`src/design/sp_sram.sv`:
```
// single-port synchronous memory, read data one cycle after req_i
// a write leaves rdata_o holding the last read value
// contents are not reset
`timescale 1ns/10ps

module sp_sram #(
  parameter int  DEPTH   = 16,
  parameter type entry_t = logic [7:0]
) (
  input  logic                     clk_i,
  input  logic                     req_i,
  input  logic                     we_i,
  input  logic [$clog2(DEPTH)-1:0] addr_i,
  input  entry_t                   wdata_i,
  output entry_t                   rdata_o
);

  // storage array
  entry_t mem_q [DEPTH];

  always_ff @(posedge clk_i) begin
    if (req_i) begin
      if (we_i) begin
        mem_q[addr_i] <= wdata_i;
      end else begin
        // registered read port
        rdata_o <= mem_q[addr_i];
      end
    end
  end

endmodule

```
`config.mk`:
```
export PLATFORM = sky130hd
export DESIGN_NAME = sp_sram
export DESIGN_NICKNAME = d
export VERILOG_FILES = /design/src/design/sp_sram.sv
export SDC_FILE = /design/constraint.sdc
export NUM_CORES = 1
export LEC_CHECK = 0
export ABC_AREA = 1
export BUFFER_PORTS_ARGS = -buffer_cell sky130_fd_sc_hd__buf_4
export CORE_MARGIN = 2
export CORE_UTILIZATION = 55
export CTS_BUF_LIST = sky130_fd_sc_hd__clkbuf_16
export CTS_CLUSTER_DIAMETER = 80
export DETAILED_ROUTE_END_ITERATION = 10
export MAX_ROUTING_LAYER = met4
export PLACE_DENSITY = 0.75
export SLEW_MARGIN = 25
export SYNTH_ARGS = -nofsm -noshare
export SYNTH_HDL_FRONTEND = slang
export SYNTH_SLANG_ARGS = --single-unit
```
`constraint.sdc`:
```
create_clock -name clk_i -period 1.4 [get_ports clk_i]
set_input_delay 0.14 -clock clk_i [delete_from_list [all_inputs] [get_ports clk_i]]
set_output_delay 0.14 -clock clk_i [all_outputs]
set_load 0.005 [all_outputs]
```
==> impl_metrics.tcl <==
set metrics [dict create \
    status "finished clean" \
    synth.net_count 567 \
    leakagePower_nw 2.947 \
    crit_type "flip-flop to primary output" \
    cts_root_buf "clkbuf_16" \
    cts_setup_buffers 0 \
    fin_nets 619 \
    dpl_cell_area_um2 6202 \
    crit_arrival_ps 990 \
    syn_avg_cell_area_um2 10.31 \
    grt_pass1_vias 3730 \
    antenna_found_initial 0 \
    viasPerCell 5.090 \
    stdcell_area_um2 6813 \
    initial_core_util 0.5588 \
    hpwl_mm 7.669 \
    critPathCaptureType "primary output" \
    critPathMaxFanout 1 \
    syn_to_final_growth_pct 19.70 \
    clockBufferDepth 2 \
    synth.area.top_cells "edfxtp_1 (72%), nand2_1 (23%), inv_1 (1.4%)" \
    fp.dieW_um 105.7 \
    ctsHoldBuffers 0 \
    yosysUniqueCellTypes 9 \
    crit_path_max_incr_delay_ps 420 \
    drv_cap 0 \
    routedWlPerCell_um 15.91 \
    postSynthCellCount 552 \
    rows 37 \
    syn_area_um2 5692 \
    slew_violations 0 \
    drt_first_pass_iters 6 \
    cp_top_family "flip-flops" \
    synth_top_area_share 0.7175 \
    finalCritPeriodShare 0.8104 \
    path_cells "buf_4" \
    worstHoldPathType "primary input to flip-flop" \
    cts_resized 0 \
    cts_buffers 17 \
    finalSetupTns_ps 0 \
    max_slew.worst_pin.slew_ps 260.0 \
    grt_pass1_wl_mm 19.51 \
    rsz0062_at_grt "no" \
    path_buf_inv 1 \
    initialDrtViolationCount 381 \
    grt_use_met1 0.3276 \
    required_ps 1260 \
    antennaDiodeCount 0 \
    setup_viol 0 \
    overflow 0 \
    drtAntennaViolNets 0 \
    grt-busiest-layer "met2" \
    crit_slowest_cell "edfxtp_1" \
    insertion_delay_ps 420 \
    clk_pin_slew_ps 60 \
    final_hold_viol_count 0 \
    clock_skew_ps 10.64 \
    hold_ws_ps 72.75 \
    ys_warn_count 0 \
    die_h_um 105.7 \
    ios 23 \
    drive_above_1_share 0.1426 \
    met3_usage 0.06061 \
    critPathLaunchType "flip-flop" \
    drcViolationCount 0 \
    slew_headroom 0.8265 \
    cts_sinks 136 \
    final_cell_mix "nand2_1 (347), edfxtp_1 (136), buf_4 (50), inv_1 (22)" \
    die_area_um2 11180 \
    synth_seq_area_share 0.7175 \
    core-area_um2 10180 \
    use_met2 0.3645 \
    grt_usage 0.2442 \
    routabilityCongestion 0.8709 \
    layout_min_cycle_time_ps 1135 \
    synth_area_leader_cell "edfxtp_1" \
    wl_mm 11.98 \
    portBuffers 22 \
    routed-via-count 3833 \
    htree_levels 4 \
    power_density_nw_per_um2 1415 \
    max_freq_ghz 0.8814 \
    irDropWorstVdd_mv 0.6351 \
    grt_max_degree 40 \
    synth-seq-cells 136 \
    cts_tree "yes" \
    final_common_cell "nand2_1" \
]
-- synth_stat cells --
| master | count |
|---|---|
| buf_2 | 12 |
| buf_4 | 7 |
| clkbuf_1 | 2 |
| edfxtp_1 | 136 |
| inv_1 | 21 |
| inv_2 | 4 |
| nand2_1 | 347 |
| nand3_1 | 4 |
| nor2_1 | 19 |
-- power breakdown --
part | total (mW) | switching (mW) | internal [mW] | leakage (nW)
Sequential | 4.56 | 0.0155 | 4.55 | 1.23
Combinational | 0.545 | 0.369 | 0.176 | 1.42
Clock | 4.53 | 1.59 | 2.95 | 0.293
Total | 9.64 | 1.97 | 7.67 | 2.95
-- layer usage --
metal  routed length (um)  up-vias
li1                     -     1875
met1                 4940     1774
met2                 5824      170
met3                 1050       14
met4                  162        0
met5                    0        -
-- cell type report --
cell class	count	area (um2)
Clock inverter	15	185.2
Clock buffer	17	425.4
Sequential cell	136	4084
Tap cell	136	170.2
Fill cell	701	3372
Inverter	25	93.84
Multi-Input combinational cell	370	1399
Timing Repair Buffer	54	455.4
-- state kept, by name, summed over array words and instances, names as in the netlist --
register / cells
mem_q: 128
rdata_o: 8
-- final timing paths --
| kind | start | endpoint | slack, ps | cells past startpoint |
|---|---|---|---|---|
| hold reg to reg | mem_q[1][2] | rdata_o[2] | 790 | 8 |
| hold / removal | wdata_i[6] | mem_q[13][6] | 70 | 1 |
| setup reg to reg | mem_q[4][1] | rdata_o[1] | 280 | 8 |
| setup / recovery | rdata_o[5] | rdata_o[5] | 270 | 1 |
-- logic make-up after synthesis --
group	Yosys count	share of synthesized area
buffers and inverters	46	0.03759
AND/OR/NAND/NOR	370	0.2449
flip-flops	136	0.7175
-- per-stage QoR --
step	cells	util	setup slack [ps]	power, mW
floorplan	552	-	-44.15	4.944
global placement	721	0.6090	51.17	5.172
detailed placement	721	0.6090	45.79	5.185
CTS	753	0.6689	246.5	9.704
global route	753	0.6689	170.0	9.954
finish	753	0.6689	265.5	9.637
Power figures use the tool's default switching activity.
