<file path="src/design/cache_pkg.sv">
// shared widths and types for the data cache
// line width is fixed at two 64-bit words; tag and index widths are
// derived in each module from its NUM_SETS parameter
package cache_pkg;

  // ----------------------------------------------------------------------
  // widths
  // ----------------------------------------------------------------------
  localparam int ADDR_WIDTH     = 32;
  localparam int WORD_WIDTH     = 64;
  localparam int LINE_WIDTH     = 128;
  localparam int WORDS_PER_LINE = LINE_WIDTH / WORD_WIDTH;
  // low address bits that pick a byte inside one line
  localparam int BYTE_OFFSET    = $clog2(LINE_WIDTH / 8);

  // default geometry, the top level may override both
  localparam int DEF_NUM_WAYS = 2;
  localparam int DEF_NUM_SETS = 16;

  typedef logic [ADDR_WIDTH-1:0]     addr_t;
  typedef logic [WORD_WIDTH-1:0]     word_t;
  typedef logic [LINE_WIDTH-1:0]     line_t;
  typedef logic [WORD_WIDTH/8-1:0]   word_be_t;
  typedef logic [LINE_WIDTH/8-1:0]   line_be_t;

  // controller states
  typedef enum logic [2:0] {
    IDLE,
    LOOKUP,
    STORE_WRITE,
    MEM_REQ,
    WAIT_REFILL,
    REFILL_WRITE
  } ctrl_state_e;

endpackage

</file>
<file path="src/design/cache_ctrl.sv">
// cache controller, one request in flight except overlapped load hits
// write-through, no allocate on store miss, no dirty state
// core request fields must stay stable until gnt_o
`timescale 1ns/10ps

module cache_ctrl #(
  parameter int NUM_WAYS = cache_pkg::DEF_NUM_WAYS,
  parameter int NUM_SETS = cache_pkg::DEF_NUM_SETS
) (
  input  logic                        clk_i,
  input  logic                        rst_n_i,
  // core side
  input  logic                        req_i,
  input  logic                        we_i,
  input  cache_pkg::addr_t            addr_i,
  input  cache_pkg::word_t            wdata_i,
  input  cache_pkg::word_be_t         be_i,
  output logic                        gnt_o,
  output logic                        rvalid_o,
  output logic                        busy_o,
  // lookup results
  input  logic [NUM_WAYS-1:0]         hit_way_i,
  input  logic [NUM_WAYS-1:0]         victim_way_i,
  // array control
  output logic                        arr_req_o,
  output logic                        arr_we_o,
  output logic [NUM_WAYS-1:0]         arr_way_o,
  output logic [$clog2(NUM_SETS)-1:0] arr_index_o,
  output logic                        refill_sel_o,
  // memory side
  output logic                        mem_req_o,
  output logic                        mem_we_o,
  output cache_pkg::addr_t            mem_addr_o,
  output cache_pkg::word_t            mem_wdata_o,
  output cache_pkg::word_be_t         mem_be_o,
  input  logic                        mem_gnt_i,
  input  logic                        refill_valid_i,
  // saved request for the datapath
  output cache_pkg::addr_t            req_addr_o,
  output cache_pkg::word_t            req_wdata_o,
  output cache_pkg::word_be_t         req_be_o
);

  localparam int INDEX_WIDTH = $clog2(NUM_SETS);
  localparam int OFS         = cache_pkg::BYTE_OFFSET;

  cache_pkg::ctrl_state_e state_q, state_d;

  // saved request
  cache_pkg::addr_t    req_addr_q;
  cache_pkg::word_t    req_wdata_q;
  cache_pkg::word_be_t req_be_q;
  logic                req_we_q;

  logic load_hit;
  logic accept;

  // a load hit frees the arrays in the cycle its data returns
  assign load_hit = (state_q == cache_pkg::LOOKUP) && !req_we_q && (|hit_way_i);
  assign accept   = req_i && ((state_q == cache_pkg::IDLE) || (load_hit && !we_i));

  assign busy_o      = (state_q != cache_pkg::IDLE);
  assign req_addr_o  = req_addr_q;
  assign req_wdata_o = req_wdata_q;
  assign req_be_o    = req_be_q;

  // ----------------------------------------------------------------------
  // memory request fields come from the saved request only
  // ----------------------------------------------------------------------
  assign mem_req_o   = (state_q == cache_pkg::MEM_REQ);
  assign mem_we_o    = req_we_q;
  // reads fetch the whole line
  assign mem_addr_o  = req_we_q ? req_addr_q
                                : {req_addr_q[cache_pkg::ADDR_WIDTH-1:OFS], {OFS{1'b0}}};
  assign mem_wdata_o = req_wdata_q;
  assign mem_be_o    = req_be_q;

  // ----------------------------------------------------------------------
  // next state and array control
  // ----------------------------------------------------------------------
  always_comb begin
    state_d      = state_q;
    gnt_o        = 1'b0;
    rvalid_o     = 1'b0;
    arr_req_o    = 1'b0;
    arr_we_o     = 1'b0;
    arr_way_o    = '0;
    arr_index_o  = req_addr_q[OFS +: INDEX_WIDTH];
    refill_sel_o = 1'b0;

    case (state_q)
      cache_pkg::LOOKUP: begin
        if (|hit_way_i) begin
          if (!req_we_q) begin
            rvalid_o = 1'b1;
            state_d  = cache_pkg::IDLE;
          end else begin
            state_d = cache_pkg::STORE_WRITE;
          end
        end else begin
          // miss, load or store goes out to memory
          state_d = cache_pkg::MEM_REQ;
        end
      end
      cache_pkg::STORE_WRITE: begin
        // merged line into the hit way, then write through
        arr_req_o = 1'b1;
        arr_we_o  = 1'b1;
        arr_way_o = hit_way_i;
        state_d   = cache_pkg::MEM_REQ;
      end
      cache_pkg::MEM_REQ: begin
        if (mem_gnt_i) begin
          state_d = req_we_q ? cache_pkg::IDLE : cache_pkg::WAIT_REFILL;
        end
      end
      cache_pkg::WAIT_REFILL: begin
        if (refill_valid_i) begin
          // critical word to the core, whole line into the victim
          rvalid_o     = 1'b1;
          refill_sel_o = 1'b1;
          arr_req_o    = 1'b1;
          arr_we_o     = 1'b1;
          arr_way_o    = victim_way_i;
          state_d      = cache_pkg::REFILL_WRITE;
        end
      end
      cache_pkg::REFILL_WRITE: begin
        // turnaround after the fill, victim pointer has moved on
        state_d = cache_pkg::IDLE;
      end
      default: begin
        state_d = cache_pkg::IDLE;
      end
    endcase

    // speculative read of all ways on acceptance
    if (accept) begin
      gnt_o       = 1'b1;
      arr_req_o   = 1'b1;
      arr_way_o   = '1;
      arr_index_o = addr_i[OFS +: INDEX_WIDTH];
      state_d     = cache_pkg::LOOKUP;
    end
  end

  // ----------------------------------------------------------------------
  // registers
  // ----------------------------------------------------------------------
  always_ff @(posedge clk_i) begin
    if (!rst_n_i) begin
      state_q <= cache_pkg::IDLE;
    end else begin
      state_q <= state_d;
    end
  end

  always_ff @(posedge clk_i) begin
    if (accept) begin
      req_addr_q  <= addr_i;
      req_we_q    <= we_i;
      req_wdata_q <= wdata_i;
      req_be_q    <= be_i;
    end
  end

  // memory request held with all fields until granted
  a_mem_req_stable : assert property (@(posedge clk_i) disable iff (!rst_n_i)
    (mem_req_o && !mem_gnt_i) |=> (mem_req_o && $stable(mem_we_o) && $stable(mem_addr_o)
                                   && $stable(mem_wdata_o) && $stable(mem_be_o)))
    else $error("cache_ctrl: memory request changed before grant");

  a_no_rvalid_idle : assert property (@(posedge clk_i) disable iff (!rst_n_i)
    (state_q == cache_pkg::IDLE) |-> !rvalid_o)
    else $error("cache_ctrl: rvalid in IDLE");

endmodule

</file>
<file path="config.mk">
export PLATFORM = sky130hd
export DESIGN_NAME = cache_ctrl
export DESIGN_NICKNAME = d
export VERILOG_FILES = /design/src/design/cache_pkg.sv /design/src/design/cache_ctrl.sv
export SDC_FILE = /design/constraint.sdc
export NUM_CORES = 1
export LEC_CHECK = 0
export BUFFER_PORTS_ARGS = -buffer_cell sky130_fd_sc_hd__buf_2
export CAP_MARGIN = 20
export CORE_AREA = 2 2 130 132
export DETAILED_ROUTE_END_ITERATION = 12
export DIE_AREA = 0 0 132 134
export SLEW_MARGIN = 30
export SYNTH_ARGS = -nofsm -noshare
export SYNTH_HDL_FRONTEND = slang
export SYNTH_SLANG_ARGS = --single-unit
</file>
<file path="constraint.sdc">
create_clock -name clk_i -period 2.5 [get_ports clk_i]
set_clock_uncertainty 0.05 [all_clocks]
set_input_delay 0.25 -clock clk_i [delete_from_list [all_inputs] [get_ports clk_i]]
set_output_delay 0.25 -clock clk_i [all_outputs]
set_load 0.01 [all_outputs]
</file>
==> flow_metrics.py <==
metrics = {
    "critical_path": {
        "end_kind": "output port",
        "critPathMaxStageDelay_ns": 0.41,
        "required_ns": 2.20,
        "critical_path_class": "reg2out",
        "arrival_ns": 2.15,
        "path_cells": "or3b_4, nor4_4, o21ai_4, inv_8, mux2_4, buf_6",
        "crit_path_top_delay_cell": "or3b_4",
        "critPathMaxFanout": 6,
        "crit_path_start_kind": "register",
    },
    "finish": {
        "final_core_util": 0.3755,
        "fin_area_sq_um": 6116,
        "fin_nets": 641,
        "layout_commonest_cell": "buf_2",
        "drive_gt1_frac": 0.7143,
        "multi_input_area_sq_um": 299.0,
        "final_cell_mix": "buf_2, edfxtp_1, dlygate4sd3_1, buf_4, clkbuf_16",
        "final.fill_count": 1563,
        "layout.area.seq_sq_um": 3216,
        "syn_to_final_growth_pct": 43.01,
    },
    "timing": {
        "max_freq_mhz": 407.5,
        "slew_headroom": 0.6795,
        "max_slew.worst_pin.slew_ns": 0.4771,
        "final.min_clock_period_ns": 2.454,
        "setup_violations": 0,
        "grt_setup_unrepaired": "true",
        "hold_violations": 0,
        "finalCritPeriodShare": 0.9817,
        "drv_slew": 0,
    },
    "power": {
        "clkPwrFrac": 0.334,
        "p_per_area_nw_per_um2": 720.1,
        "pwr-share-comb": 0.159,
        "p_leak_nw": 2.809,
        "switchingPower_mw": 1.128,
        "peakVddDrop_mv": 0.3109,
        "p_int_mw": 3.276,
        "seqPwrFrac": 0.507,
        "switching_share": 0.2562,
    },
    "logic_synthesis": {
        "syn_area_per_cell_sq_um": 17.18,
        "yosysUniqueCellTypes": 29,
        "yosys_warnings": 0,
        "netlist.area_leader.share": 0.7373,
        "synthCells": 249,
        "syn_area_sq_um": 4277,
        "yosysTopAreaCell": "edfxtp_1",
        "ys_top_cells_by_area": "edfxtp_1, buf_4, dfxtp_1, mux2_4, and2_1",
        "seq_area_frac_synth": 0.7513,
        "synth-seq-cells": 108,
        "syn_nets": 363,
    },
    "floorplan": {
        "die_x_um": 132,
        "io_pins": 336,
        "die-area_sq_um": 17690,
        "core_region_area_sq_um": 16290,
        "num_rows": 47,
        "die_h_um": 134,
        "start_util": 0.2625,
    },
    "clock_tree": {
        "ctsLongestPathBuffers": 2,
        "clk_pin_slew_ns": 0.07,
        "cts_tree": "done",
        "h-tree-depth": 3,
        "cts_buffers": 9,
        "cts.sink_count": 108,
        "clock_latency_ns": 0.35,
        "ctsRootBufferMaster": "clkbuf_16",
    },
    "global_route": {
        "grt_antenna_before_repair": 1,
        "grt_pass1_wl_mm": 16.44,
        "overflow": 0,
        "grt_pass1_vias": 2939,
        "grt_max_degree": 21,
        "track_usage": 0.1246,
    },
    "place": {
        "placedInstanceArea_sq_um": 5533,
        "port_buffers": 335,
        "gp_congestion": 0.7865,
        "dp_hpwl_mm": 8.875,
    },
    "route": {
        "dr.first_iter.drc_count": 90,
        "drc": 0,
        "antenna_left": 0,
        "vias": 2957,
        "wl_per_cell_um": 15.41,
        "post_drt_via_cell_ratio": 3.927,
        "wirelength_mm": 11.60,
        "drt_pass1_iterations": 4,
    },
    "run": {
        "drv_cap": 0,
    },
    "status": {
        "status": "completed",
    },
    "min_path": {
        "min_path_type": "in2reg",
    },
}
routing by layer:
metal | vias up | part of all wire | routed length, um | GRT usage
met4 | 0 | 0.015 | 170 | 0.05314
met1 | 1404 | 0.36 | 4144 | 0.1370
met3 | 11 | 0.081 | 940 | 0.03590
met2 | 189 | 0.55 | 6346 | 0.2251
met5 | - | 0 | 0 | 0
li1 | 1353 | - | - | -
worst max-delay path, delay by kind of cell (launching register included):
family	cells	cell delay (ns)
buf+inv	2	0.26
mux	1	0.31
flops	1	0.39
compound gates	1	0.16
simple gates	2	0.68
cell type report:
| class | count | share of cell area |
|---|---|---|
| sequential | 108 | 0.5258 |
| timing repair buffer | 368 | 0.3257 |
| multi-input combinational | 36 | 0.04890 |
| tap | 220 | 0.04501 |
| clock buffer | 9 | 0.03682 |
| clock inverter | 7 | 0.01330 |
| inverter | 3 | 0.003069 |
| timing repair inverter | 1 | 0.001023 |
| antenna | 1 | 0.0004092 |
timing repair:
item / in CTS / in global routing
setup endpoints to repair: 5 / 5
hold endpoints to repair: 16 / 1
resized for setup: 4 / 5
gates cloned: 1 / 0
setup buffers: 6 / 2
hold buffers: 16 / 1
stage by stage:
step           total power [mW]  hold WS, ns  instances  TNS (ns)  worst slack [ns]
2_1_floorplan             2.670       0.2989        249         0           0.01322
3_3_place_gp              2.919       0.3762        710         0            0.2583
3_5_place_dp              2.924       0.3782        710         0            0.2059
4_1_cts                   4.449    0.0001833        749         0         0.0002984
5_1_grt                   4.598     0.003259        752   -0.1512          -0.04175
6_report                  4.404      0.01908        753         0           0.04578
worst paths after layout:
path,from,slack [ns],endpoint,cells after the start
hold reg to reg,state_q[2],0.59,state_q[1],2
setup reg to reg,mem_we_o,0.24,mem_wdata_o[58],7
hold / removal,addr_i[22],0.02,req_addr_o[22],1
setup / recovery,mem_we_o,0.05,arr_index_o[1],6
synthesized netlist by cell type:
library cell,instances
edfxtp_1,105
buf_4,100
and2_1,4
mux2_4,4
and3_1,3
dfxtp_1,3
a22oi_1,2
a31oi_1,2
clkbuf_1,2
inv_1,2
nor2_1,2
nor3_1,2
o21ai_0,2
a21boi_0,1
and2b_1,1
and3b_1,1
inv_4,1
nand2_1,1
nand2b_1,1
nor4_4,1
o2111a_1,1
o21a_1,1
o21ai_2,1
o21ba_2,1
o31ai_1,1
o32ai_1,1
or2_1,1
or2_2,1
or3b_4,1
registers in the layout, indices dropped and copies added (netlist names):
name,flops
mem_be_o,8
mem_we_o,1
mem_wdata_o,64
req_addr_o,32
state_q,3
power by group through the flow:
stage	clock [mW]	sequential [mW]	combinational [mW]
2_1_floorplan	0	2.33	0.338
4_1_cts	1.52	2.24	0.695
3_3_place_gp	0	2.27	0.648
3_5_place_dp	0	2.27	0.651
6_report	1.47	2.23	0.701
5_1_grt	1.60	2.25	0.754
kinds of logic (layout without fill, tap and decap cells):
kind of cell,Yosys count,after routing,share of synthesized area
flops,108,108,0.7513
buf+inv,105,388,0.1805
simple gates,19,19,0.03102
compound gates,13,13,0.02311
mux,4,4,0.01404
other cells,0,1,0
(Power assumes the default switching activity.)
