<file path="config.mk">
export PLATFORM = sky130hd
export DESIGN_NAME = line_datapath
export DESIGN_NICKNAME = d
export VERILOG_FILES = /design/src/design/cache_pkg.sv /design/src/design/line_datapath.sv
export SDC_FILE = /design/constraint.sdc
export NUM_CORES = 1
export LEC_CHECK = 0
export BUFFER_PORTS_ARGS = -buffer_cell sky130_fd_sc_hd__buf_2
export CAP_MARGIN = 20
export CORE_AREA = 2 2 270 272
export DETAILED_ROUTE_END_ITERATION = 7
export DIE_AREA = 0 0 272 274
export GPL_TIMING_DRIVEN = 0
export PLACE_DENSITY_LB_ADDON = 0.08
export SLEW_MARGIN = 20
export SYNTH_ARGS = -nofsm -noshare
export SYNTH_HDL_FRONTEND = slang
export SYNTH_SLANG_ARGS = --single-unit
</file>
<file path="constraint.sdc">
create_clock -name vclk -period 1.2
set_input_delay 0 -clock vclk [all_inputs]
set_output_delay 0 -clock vclk [all_outputs]
set_load 0.1 [all_outputs]
</file>
<file path="src/design/cache_pkg.sv">
// shared widths and types for the data cache
// line width is fixed at two 64-bit words; tag and index widths are
// derived in each module from its NUM_SETS parameter
package cache_pkg;

  // ----------------------------------------------------------------------
  // widths
  // ----------------------------------------------------------------------
  localparam int ADDR_WIDTH     = 32;
  localparam int WORD_WIDTH     = 64;
  localparam int LINE_WIDTH     = 128;
  localparam int WORDS_PER_LINE = LINE_WIDTH / WORD_WIDTH;
  // low address bits that pick a byte inside one line
  localparam int BYTE_OFFSET    = $clog2(LINE_WIDTH / 8);

  // default geometry, the top level may override both
  localparam int DEF_NUM_WAYS = 2;
  localparam int DEF_NUM_SETS = 16;

  typedef logic [ADDR_WIDTH-1:0]     addr_t;
  typedef logic [WORD_WIDTH-1:0]     word_t;
  typedef logic [LINE_WIDTH-1:0]     line_t;
  typedef logic [WORD_WIDTH/8-1:0]   word_be_t;
  typedef logic [LINE_WIDTH/8-1:0]   line_be_t;

  // controller states
  typedef enum logic [2:0] {
    IDLE,
    LOOKUP,
    STORE_WRITE,
    MEM_REQ,
    WAIT_REFILL,
    REFILL_WRITE
  } ctrl_state_e;

endpackage

</file>
<file path="src/design/line_datapath.sv">
// word select and write-line merge for the data arrays
// the merge keeps unselected bytes from the hit way's last read line,
// so a store must follow its own lookup with no read in between
`timescale 1ns/10ps

module line_datapath #(
  parameter int NUM_WAYS = cache_pkg::DEF_NUM_WAYS
) (
  input  cache_pkg::line_t [NUM_WAYS-1:0] line_rdata_i,
  input  logic [NUM_WAYS-1:0]             hit_way_i,
  input  cache_pkg::addr_t                req_addr_i,
  input  cache_pkg::word_t                req_wdata_i,
  input  cache_pkg::word_be_t             req_be_i,
  input  logic                            refill_sel_i,
  input  cache_pkg::line_t                refill_line_i,
  output cache_pkg::word_t                rdata_o,
  output cache_pkg::line_t                wline_o,
  output cache_pkg::line_be_t             wbe_o
);

  localparam int WORD_BYTES     = cache_pkg::WORD_WIDTH / 8;
  localparam int WORD_BYTE_BITS = $clog2(WORD_BYTES);
  localparam int WORD_SEL_BITS  = $clog2(cache_pkg::WORDS_PER_LINE);

  logic [WORD_SEL_BITS-1:0] word_idx;
  cache_pkg::line_t         hit_line;
  cache_pkg::line_t         src_line;
  cache_pkg::line_t         new_line;

  // word offset inside the line
  assign word_idx = req_addr_i[cache_pkg::BYTE_OFFSET-1:WORD_BYTE_BITS];

  // or-mux over the one-hot hit vector
  always_comb begin
    hit_line = '0;
    for (int w = 0; w < NUM_WAYS; w++) begin
      if (hit_way_i[w]) begin
        hit_line = hit_line | line_rdata_i[w];
      end
    end
  end

  // on a refill the critical word comes straight from memory
  assign src_line = refill_sel_i ? refill_line_i : hit_line;
  assign rdata_o  = src_line[word_idx*cache_pkg::WORD_WIDTH +: cache_pkg::WORD_WIDTH];

  // ----------------------------------------------------------------------
  // write line and byte enables
  // ----------------------------------------------------------------------
  always_comb begin
    new_line = '0;
    wbe_o    = '0;
    if (refill_sel_i) begin
      // full line fill
      new_line = refill_line_i;
      wbe_o    = '1;
    end else begin
      // store word lands at its offset
      new_line[word_idx*cache_pkg::WORD_WIDTH +: cache_pkg::WORD_WIDTH] = req_wdata_i;
      wbe_o[word_idx*WORD_BYTES +: WORD_BYTES] = req_be_i;
    end
  end

  // bytewise merge with the stored line
  always_comb begin
    for (int b = 0; b < cache_pkg::LINE_WIDTH / 8; b++) begin
      wline_o[b*8 +: 8] = wbe_o[b] ? new_line[b*8 +: 8] : hit_line[b*8 +: 8];
    end
  end

endmodule

</file>
==> results of run 1 <==
## worst max path at each step
| stage | startpoint | endpoint | slack [ps] | depth (start not counted) |
|---|---|---|---|---|
| global placement | req_addr_i[3] | wline_o[86] | -1550 | 7 |
| detailed placement | refill_sel_i | wline_o[31] | -1380 | 7 |
| CTS | req_addr_i[3] | wline_o[90] | -230 | 10 |
| finish | req_addr_i[3] | wline_o[90] | -220 | 10 |
| floorplan | refill_sel_i | wline_o[16] | -990 | 5 |
| global route | req_addr_i[3] | wline_o[94] | -240 | 10 |
## repair_timing
| item | CTS | global route |
|---|---|---|
| hold buffers | 0 | 0 |
| gates cloned | 18 | 1 |
| pin swaps | 35 | 19 |
| gates resized for setup | 1189 | 121 |
| setup endpoints to repair | 208 | 206 |
| buffers inserted | 94 | 27 |
## cell usage in the layout, fill, tap and decap left out, types with 2 or more instances in the layout
cell type  instances
clkbuf_4           4
mux2i_1           16
nor2_4            43
a22o_1            35
clkbuf_8           6
a221oi_4          67
a21oi_4           80
diode_2            6
clkbuf_16          6
mux2i_2           15
inv_1             12
buf_16            18
a22oi_1          122
mux2i_4           33
buf_4             43
a221oi_2          16
buf_8             50
a22o_4             8
buf_6            100
o22ai_1           42
a22oi_2           70
inv_2              4
o22ai_2           22
buf_2            457
buf_12           208
a221oi_1           2
## critical path, delay by kind of cell
family                 cells  cell delay, ps
buffers and inverters      8            1120
AO/OA/AOI/OAI              2             250
## power by group through the flow
stage          registers, mW  clock network [mW]  logic (mW)
2_1_floorplan              0                   0        8.48
3_3_place_gp               0                   0        11.7
4_1_cts                    0                   0        16.0
5_1_grt                    0         0.000000111        16.6
3_5_place_dp               0                   0        11.7
6_report                   0         0.000000669        16.2
## routing by layer
| metal | global-route usage | vias to the layer above |
|---|---|---|
| met3 | 0.05106 | 75 |
| met5 | 0 | - |
| met4 | 0.03051 | 28 |
| met1 | 0.2516 | 5412 |
| li1 | - | 4624 |
| met2 | 0.4287 | 503 |
## stage by stage
step	cell area (um^2)	hold slack, ps	util	setup slack [ps]	setup TNS (ps)
3_5_place_dp	11340	591.3	0.1576	-1379	-158430
5_1_grt	18410	466.0	0.2558	-244.2	-27840
6_report	18420	454.9	0.2560	-221.2	-20650
2_1_floorplan	6782	340.3	-	-987.1	-55990
4_1_cts	17870	458.2	0.2483	-234.7	-22210
3_3_place_gp	11310	587.5	0.1572	-1553	-172200
## cells by family after synthesis
| logic type | Yosys count | synth area share |
|---|---|---|
| compound gates | 464 | 0.7043 |
| buf+inv | 119 | 0.1260 |
| mux | 64 | 0.1319 |
| simple gates | 47 | 0.03787 |
## cell type report
class                      instances  area (um^2)
multi-input combinational        575         7734
fill                            7722        53540
timing repair buffer             796         7875
buffer                            96         1534
tap                              959         1200
inverter                          17        66.31
antenna                            6        15.01
==> metrics.csv, run 1 <==
metric,value,unit
wire length per cell,35.45,um
Port Buffers,666,
DR iter-0 viols,389,
I/O pins,699,
Final WS setup,-221.2,ps
power share of the combinational group,1.000,
Critical Path Source Type,input pin,
register area,0,um^2
post-route clock period utilization,1.184,
"top cells by count, synth","a22oi_1, a221oi_1, a21oi_1",
Core Area,71970,um^2
Yosys top cell by area,a22oi_1,
worst path cell trace,buf_8 > buf_12 > buf_12 > buf_6 > a21oi_4 > buf_12 > buf_16 > buf_12 > a21oi_4 > buf_12,
post-route insts no fill,2449,
HPWL Detailed,64050,um
Worst Hold Class,in -> out,
Synth warnings,0,
worst slew pin tran,637.6,ps
Site Rows,99,
NetSw,10.36,mW
grt ovf,0,
ratio of cells with drive above 1 in the final layout,0.8443,
Avg Inst Size Synth,6.999,um^2
First-pass DRT Iterations,4,
crit-path max FO,8,
register area share after synthesis,0,
Met2 Routed Length,46260,um
top-count cell post-synth,a22oi_1,
Final nets,1977,
DRC Markers,0,
routed vias,10640,
DRT Wirelength,86820,um
total die area,74530,um^2
"most used cell, CP",buf_12,
initial antenna violation count,26,
CP arrival,1420,ps
DRT antenna net count,0,
violated checks,negative setup slack,
num sequential,0,
Initial Util,0.06749,
Worst EP required,1200,ps
final setup vio count,195,
min cycle time layout,1421,ps
RSZ-0062 raised after global routing,yes,
largest net degree at the start of global routing,11,
Reg power frac,0,
Peak Freq,703.6,MHz
Synth area leaders,"a22oi_1, a221oi_1, mux2i_1, o22ai_1, a22o_1",
M1 WL,33610,um
die width,272,um
first-pass GRT wire length,111900,um
WS Path Type,in -> out,
Area Growth Syn to Fin,279.3,%
MaxCap Viol Count,0,
power per cell area,877.3,nW/um^2
final hold vios,0,
leakage power,7.325,nW
crit path capture type,output pin,
Routability Congestion,0.8222,
Synth cell types,19,
Power Total,16.16,mW
vias per inst,4.345,
Die Y,274,um
Worst Hold Endpoint,rdata_o[56],
Syn Inst Count,694,
dpl cells,2319,
VDD IR max,0.4513,mV
Syn Nets,1185,
beginning of the worst hold path,refill_line_i[56],
Slew Limit Fails,0,
CP peak stage delay,190,ps
CLK BUF,0,
total track usage,0.2223,
switching share of power,0.6407,
Hold Path Stages,4,
Internal Dissipation,5.808,mW
top cell type's share of synthesized area,0.2968,
Clock power frac,0,
mapped cell area,4857,um^2
vias in the first global route,11600,
relative slew slack,0.5750,
critical path's slowest cell,a21oi_4,
metal3 WL,5384,um
Top Metal Used,met5,
status,"finished, violations left",
No activity file was read; power rests on OpenSTA's default activity.
==> run 2, diff against run 1 <==
- ABC_AREA: not set -> 1
- CORE_AREA: 2 2 270 272 -> 2 2 275 277
- DIE_AREA: 0 0 272 274 -> 0 0 277 279
- SLEW_MARGIN: 20 -> 30
==> run 2 against run 1 <==
  * The flow still finishes with violations (negative setup slack)
  * Flip-flop and latch count is the same
  * Via count grew 27%
  * First-iteration DRC count grew 71%
  * Die area grew 3.7%
  * Final cell count grew 38%
  * Utilization shrank 3.5 points
  * Count of clock-buffer cells in the layout is the same
  * Global-route usage shrank 1.0 points
  * Fmax grew 16%
  * Non-clock buffer count shrank 77
  * Sequential share of layout area is the same
  * Critical endpoint is now wline_o[61]
==> metrics.csv, run 2 <==
metric,value,unit,change
DR iter-0 viols,667,,was 389
worst path bufs/invs,6,,was 8
DRT antenna net count,0,,unchanged
Yosys top cell by area,nand2_1,,was a22oi_1
min cycle time layout,1225,ps,was 1421 ps
vias per inst,4.005,,was 4.345
top cell type's share of synthesized area,0.7810,,was 0.2968
Syn Inst Count,1674,,was 694
Power Total,13.72,mW,was 16.16 mW
Routability Congestion,0.8877,,was 0.8222
mapped cell area,6800,um^2,was 4857 um^2
Core Area,74070,um^2,was 71970 um^2
family with the most delay on the worst path,buffers and inverters,,unchanged
vias in the first global route,13840,,was 11600
critical path's slowest cell,clkbuf_16,,was a21oi_4
crit-path max FO,10,,was 8
Synth warnings,0,,unchanged
hold slack,480.7,ps,was 454.9 ps
Syn Nets,2165,,was 1185
Worst Hold Endpoint,wline_o[37],,was rdata_o[56]
routed vias,13500,,was 10640
leakage power,9.187,nW,was 7.325 nW
Setup TNS,-97.83,ps,was -20650 ps
Slew Limit Fails,0,,unchanged
wire length per cell,25.99,um,was 35.45 um
first-pass GRT wire length,113900,um,was 111900 um
violated checks,negative setup slack,,unchanged
worst path cell trace,buf_8 > clkinv_8 > clkbuf_16 > buf_4 > o21ai_4 > buf_12 > nand2_1 > nand2_4 > buf_12,,was buf_8 > buf_12 > buf_12 > buf_6 > a21oi_4 > buf_12 > buf_16 > buf_12 > a21oi_4 > buf_12
Avg Inst Size Synth,4.062,um^2,was 6.999 um^2
power per cell area,837.9,nW/um^2,was 877.3 nW/um^2
Worst Hold Class,in -> out,,unchanged
fin util,0.2210,,was 0.2560
top-count cell post-synth,nand2_1,,was a22oi_1
num sequential,0,,unchanged
post-route insts no fill,3371,,was 2449
final hold vios,0,,unchanged
worst slew pin tran,529.9,ps,was 637.6 ps
grt ovf,0,,unchanged
CP peak stage delay,190,ps,about the same
beginning of the worst hold path,req_wdata_i[37],,was refill_line_i[56]
HPWL Detailed,69500,um,was 64050 um
Area Growth Syn to Fin,140.8,%,was 279.3%
DRC Markers,0,,unchanged
final setup vio count,8,,was 195
"commonest non-fill, non-tap cell in the layout",nand2_1,,was buf_2
Hold Path Stages,6,,was 4
post-route clock period utilization,1.021,,was 1.184
MaxCap Viol Count,0,,unchanged
"top cells by count, synth","nand2_1, nand3_1, buf_2",,"was a22oi_1, a221oi_1, a21oi_1"
RSZ-0062 raised after global routing,yes,,unchanged
Final WS setup,-25.33,ps,was -221.2 ps
Synth cell types,16,,was 19
"most used cell, CP",buf_12,,unchanged
WS Path Type,in -> out,,unchanged
register area,0,um^2,unchanged
crit path capture type,output pin,,unchanged
register area share after synthesis,0,,unchanged
total die area,77280,um^2,was 74530 um^2
die width,277,um,was 272 um
First-pass DRT Iterations,5,,was 4
CP arrival,1230,ps,was 1420 ps
Critical Path Source Type,input pin,,unchanged
status,"finished, violations left",,unchanged
VDD IR max,0.3388,mV,was 0.4513 mV
ratio of cells with drive above 1 in the final layout,0.4772,,was 0.8443
largest net degree at the start of global routing,11,,unchanged
I/O pins,699,,unchanged
Die Y,279,um,was 274 um
initial antenna violation count,23,,was 26
DRT Wirelength,87600,um,was 86820 um
most frequent cells in the layout,"nand2_1, buf_2, nand2_2",,"was buf_2, buf_12, a22oi_1"
total track usage,0.2122,,was 0.2223
dpl cells,3307,,was 2319
relative slew slack,0.6492,,was 0.5750
Final nets,2888,,was 1977
Worst EP required,1200,ps,about the same
Initial Util,0.09181,,was 0.06749
Peak Freq,816.1,MHz,was 703.6 MHz
Site Rows,100,,was 99
CTS Hold Buffers Added,0,,unchanged
Port Buffers,664,,was 666
CLK BUF,0,,unchanged
Synth area leaders,"nand2_1, nand3_1, buf_2, a21oi_4, buf_4",,"was a22oi_1, a221oi_1, mux2i_1, o22ai_1, a22o_1"
run 2: timing repair:
action / 4_1_cts / 5_1_grt
gates resized for setup: 673 / 242
buffers inserted: 48 / 1
setup endpoints to repair: 202 / 166
pin swaps: 5 / 18
gates cloned: 1 / 7
run 2: worst max path at each step:
| stage | slack, ps | depth (start not counted) | endpoint | start |
|---|---|---|---|---|
| CTS | -70 | 9 | wline_o[14] | refill_sel_i |
| finish | -30 | 9 | wline_o[61] | refill_sel_i |
| global placement | -1400 | 8 | wline_o[93] | refill_sel_i |
| detailed placement | -910 | 7 | wline_o[107] | hit_way_i[0] |
| floorplan | -360 | 6 | wline_o[56] | req_addr_i[3] |
| global route | -60 | 10 | wline_o[19] | req_addr_i[3] |
run 2: cell type report:
class,count,area (um^2)
diodes,7,17.52
fillers,8738,57700
inverters,18,196.4
repair buffers,721,6132
multi-input cells,1562,7605
plain buffers,94,1209
well taps,969,1212
run 2: per-layer routing:
metal  share of wire  up-vias  global-route usage
li1                -     6552                   -
met1            0.42     6351              0.2594
met2            0.51      503              0.3934
met3           0.050       72             0.03598
met4           0.018       24             0.03108
met5          0.0016        -                   0
run 2: logic make-up (layout without fill, tap and decap cells):
logic type,count (synthesis),after routing,share of synthesized area
compound gates,10,10,0.02226
buf+inv,112,833,0.09255
other cells,0,7,0
simple gates,1552,1552,0.8852
run 2: metrics by stage:
stage	area, um^2	setup WS (ps)
3_3_place_gp	12440	-1400
4_1_cts	15270	-70.20
3_5_place_dp	12450	-910.2
6_report	16370	-25.33
2_1_floorplan	7901	-356.7
5_1_grt	16360	-58.04
run 2: power by group:
group	leakage, nW	total (mW)	internal, mW	switching, mW
clock	0.0000467	0.000000790	0.000000790	0
sequential	0	0	0	0
combinational	9.19	13.7	4.12	9.60
total	9.19	13.7	4.12	9.60
==> run 3, diff against run 2 <==
- RECOVER_POWER: not set -> 25
==> run 3 against run 2 <==
  * The flow still finishes with violations (negative setup slack)
  * Critical endpoint is now wline_o[29]
  * Via count up 0.11%
  * Flip-flop and latch count unchanged
  * Die area unchanged
  * Non-clock buffer count unchanged
  * First-iteration DRC count up 0.75%
==> metrics.csv, run 3 (same netlist as run 2, synthesis figures left out) <==
metric,value,unit,change
final hold vios,0,,unchanged
Peak Freq,817.7,MHz,was 816.1 MHz
Setup TNS,-80.96,ps,was -97.83 ps
Die Y,279,um,unchanged
ratio of cells with drive above 1 in the final layout,0.4760,,was 0.4772
RSZ-0062 raised after global routing,yes,,unchanged
vias in the first global route,13840,,unchanged
Routability Congestion,0.8877,,unchanged
relative slew slack,0.6296,,was 0.6492
"commonest non-fill, non-tap cell in the layout",nand2_1,,unchanged
largest net degree at the start of global routing,11,,unchanged
CP arrival,1220,ps,was 1230 ps
Initial Util,0.09181,,unchanged
Worst EP required,1200,ps,about the same
Slew Limit Fails,0,,unchanged
routed vias,13520,,was 13500
DRT Wirelength,87620,um,was 87600 um
Final WS setup,-22.94,ps,was -25.33 ps
post-route clock period utilization,1.019,,was 1.021
hold slack,480.7,ps,unchanged
CLK BUF,0,,unchanged
MaxCap Viol Count,0,,unchanged
worst slew pin tran,558.0,ps,was 529.9 ps
critical path's slowest cell,clkbuf_16,,unchanged
power per cell area,838.6,nW/um^2,was 837.9 nW/um^2
DRT antenna net count,0,,unchanged
DRC Markers,0,,unchanged
Worst Hold Endpoint,wline_o[37],,unchanged
WS Path Type,in -> out,,unchanged
CTS Hold Buffers Added,0,,unchanged
DR iter-0 viols,672,,was 667
leakage power,9.175,nW,was 9.187 nW
initial antenna violation count,23,,unchanged
"most used cell, CP",buf_12,,unchanged
worst path cell trace,buf_12 > nor2_4 > buf_12 > clkbuf_16 > buf_12 > nand2_4 > nand2_2 > nand2_2 > nand2_4 > buf_12,,was buf_8 > clkinv_8 > clkbuf_16 > buf_4 > o21ai_4 > buf_12 > nand2_1 > nand2_4 > buf_12
VDD IR max,0.3386,mV,was 0.3388 mV
most frequent cells in the layout,"nand2_1, buf_2, nand2_2",,unchanged
HPWL Detailed,69500,um,unchanged
worst path bufs/invs,5,,was 6
vias per inst,4.010,,was 4.005
crit-path max FO,5,,was 10
Area Growth Syn to Fin,140.0,%,was 140.8%
wire length per cell,25.99,um,about the same
family with the most delay on the worst path,buffers and inverters,,unchanged
Port Buffers,664,,unchanged
Critical Path Source Type,input pin,,unchanged
die width,277,um,unchanged
dpl cells,3307,,unchanged
Site Rows,100,,unchanged
status,"finished, violations left",,unchanged
first-pass GRT wire length,113900,um,unchanged
First-pass DRT Iterations,5,,unchanged
total track usage,0.2122,,unchanged
grt ovf,0,,unchanged
I/O pins,699,,unchanged
CP peak stage delay,180,ps,was 190 ps
violated checks,negative setup slack,,unchanged
min cycle time layout,1223,ps,was 1225 ps
total die area,77280,um^2,unchanged
register area,0,um^2,unchanged
post-route insts no fill,3371,,unchanged
Final nets,2888,,unchanged
beginning of the worst hold path,req_wdata_i[37],,unchanged
final setup vio count,8,,unchanged
Worst Hold Class,in -> out,,unchanged
crit path capture type,output pin,,unchanged
num sequential,0,,unchanged
Hold Path Stages,6,,unchanged
Core Area,74070,um^2,unchanged
## run 3: cell types whose count changed in the layout (fill, tap and decap cells not counted), moves of 2 or more
cell,previous run,this run
clkbuf_8,3,5
nand2_1,1188,1191
buf_4,60,52
clkbuf_2,0,3
buf_2,468,465
clkbuf_4,1,10
nand2_2,149,146
buf_12,112,108
## run 3: worst max-delay path by stage
stage             startpoint           end  slack (ps)  cells past startpoint
6_report       req_addr_i[3]   wline_o[29]         -20                     10
5_1_grt        req_addr_i[3]   wline_o[19]         -60                     10
4_1_cts         refill_sel_i   wline_o[14]         -70                      9
3_5_place_dp    hit_way_i[0]  wline_o[107]        -910                      7
3_3_place_gp    refill_sel_i   wline_o[93]       -1400                      8
2_1_floorplan  req_addr_i[3]   wline_o[56]        -360                      6
## run 3: timing repair
| action | CTS | global route |
|---|---|---|
| gates cloned | 1 | 7 |
| buffers inserted | 48 | 1 |
| gates resized for setup | 673 | 242 |
| pin swaps | 5 | 18 |
| setup endpoints to repair | 202 | 166 |
## run 3: cell type report
class	count	area, um^2
antenna	7	17.52
buffer	94	1204
fill	8743	57750
inverter	18	191.4
multi-input combinational	1562	7590
tap	969	1212
timing repair buffer	721	6107
## run 3: per-layer routing
| metal | track usage | routed length, um | vias up |
|---|---|---|---|
| li1 | - | - | 6556 |
| met3 | 0.03598 | 4428 | 74 |
| met2 | 0.3934 | 44400 | 502 |
| met5 | 0 | 136 | - |
| met1 | 0.2594 | 37090 | 6361 |
| met4 | 0.03108 | 1566 | 24 |
## run 3: through the flow
step	setup slack, ps	util	total power [mW]	instance area [um^2]
5_1_grt	-58.04	0.2202	14.25	16310
2_1_floorplan	-356.7	-	7.971	7901
4_1_cts	-70.20	0.2061	13.15	15270
3_5_place_dp	-910.2	0.1680	11.23	12450
6_report	-22.94	0.2204	13.69	16320
3_3_place_gp	-1400	0.1679	11.24	12440
## run 3: worst min-delay path, cell delays in order
cell and delay, ps:
buf_2 100, nand2_2 50, nand2_2 50, nand2_2 50
nand2_4 60, buf_12 160
## run 3: power breakdown
part,internal [mW],switching [mW]
logic,4.10,9.59
registers,0,0
clock network,0.000000790,0
total,4.10,9.59
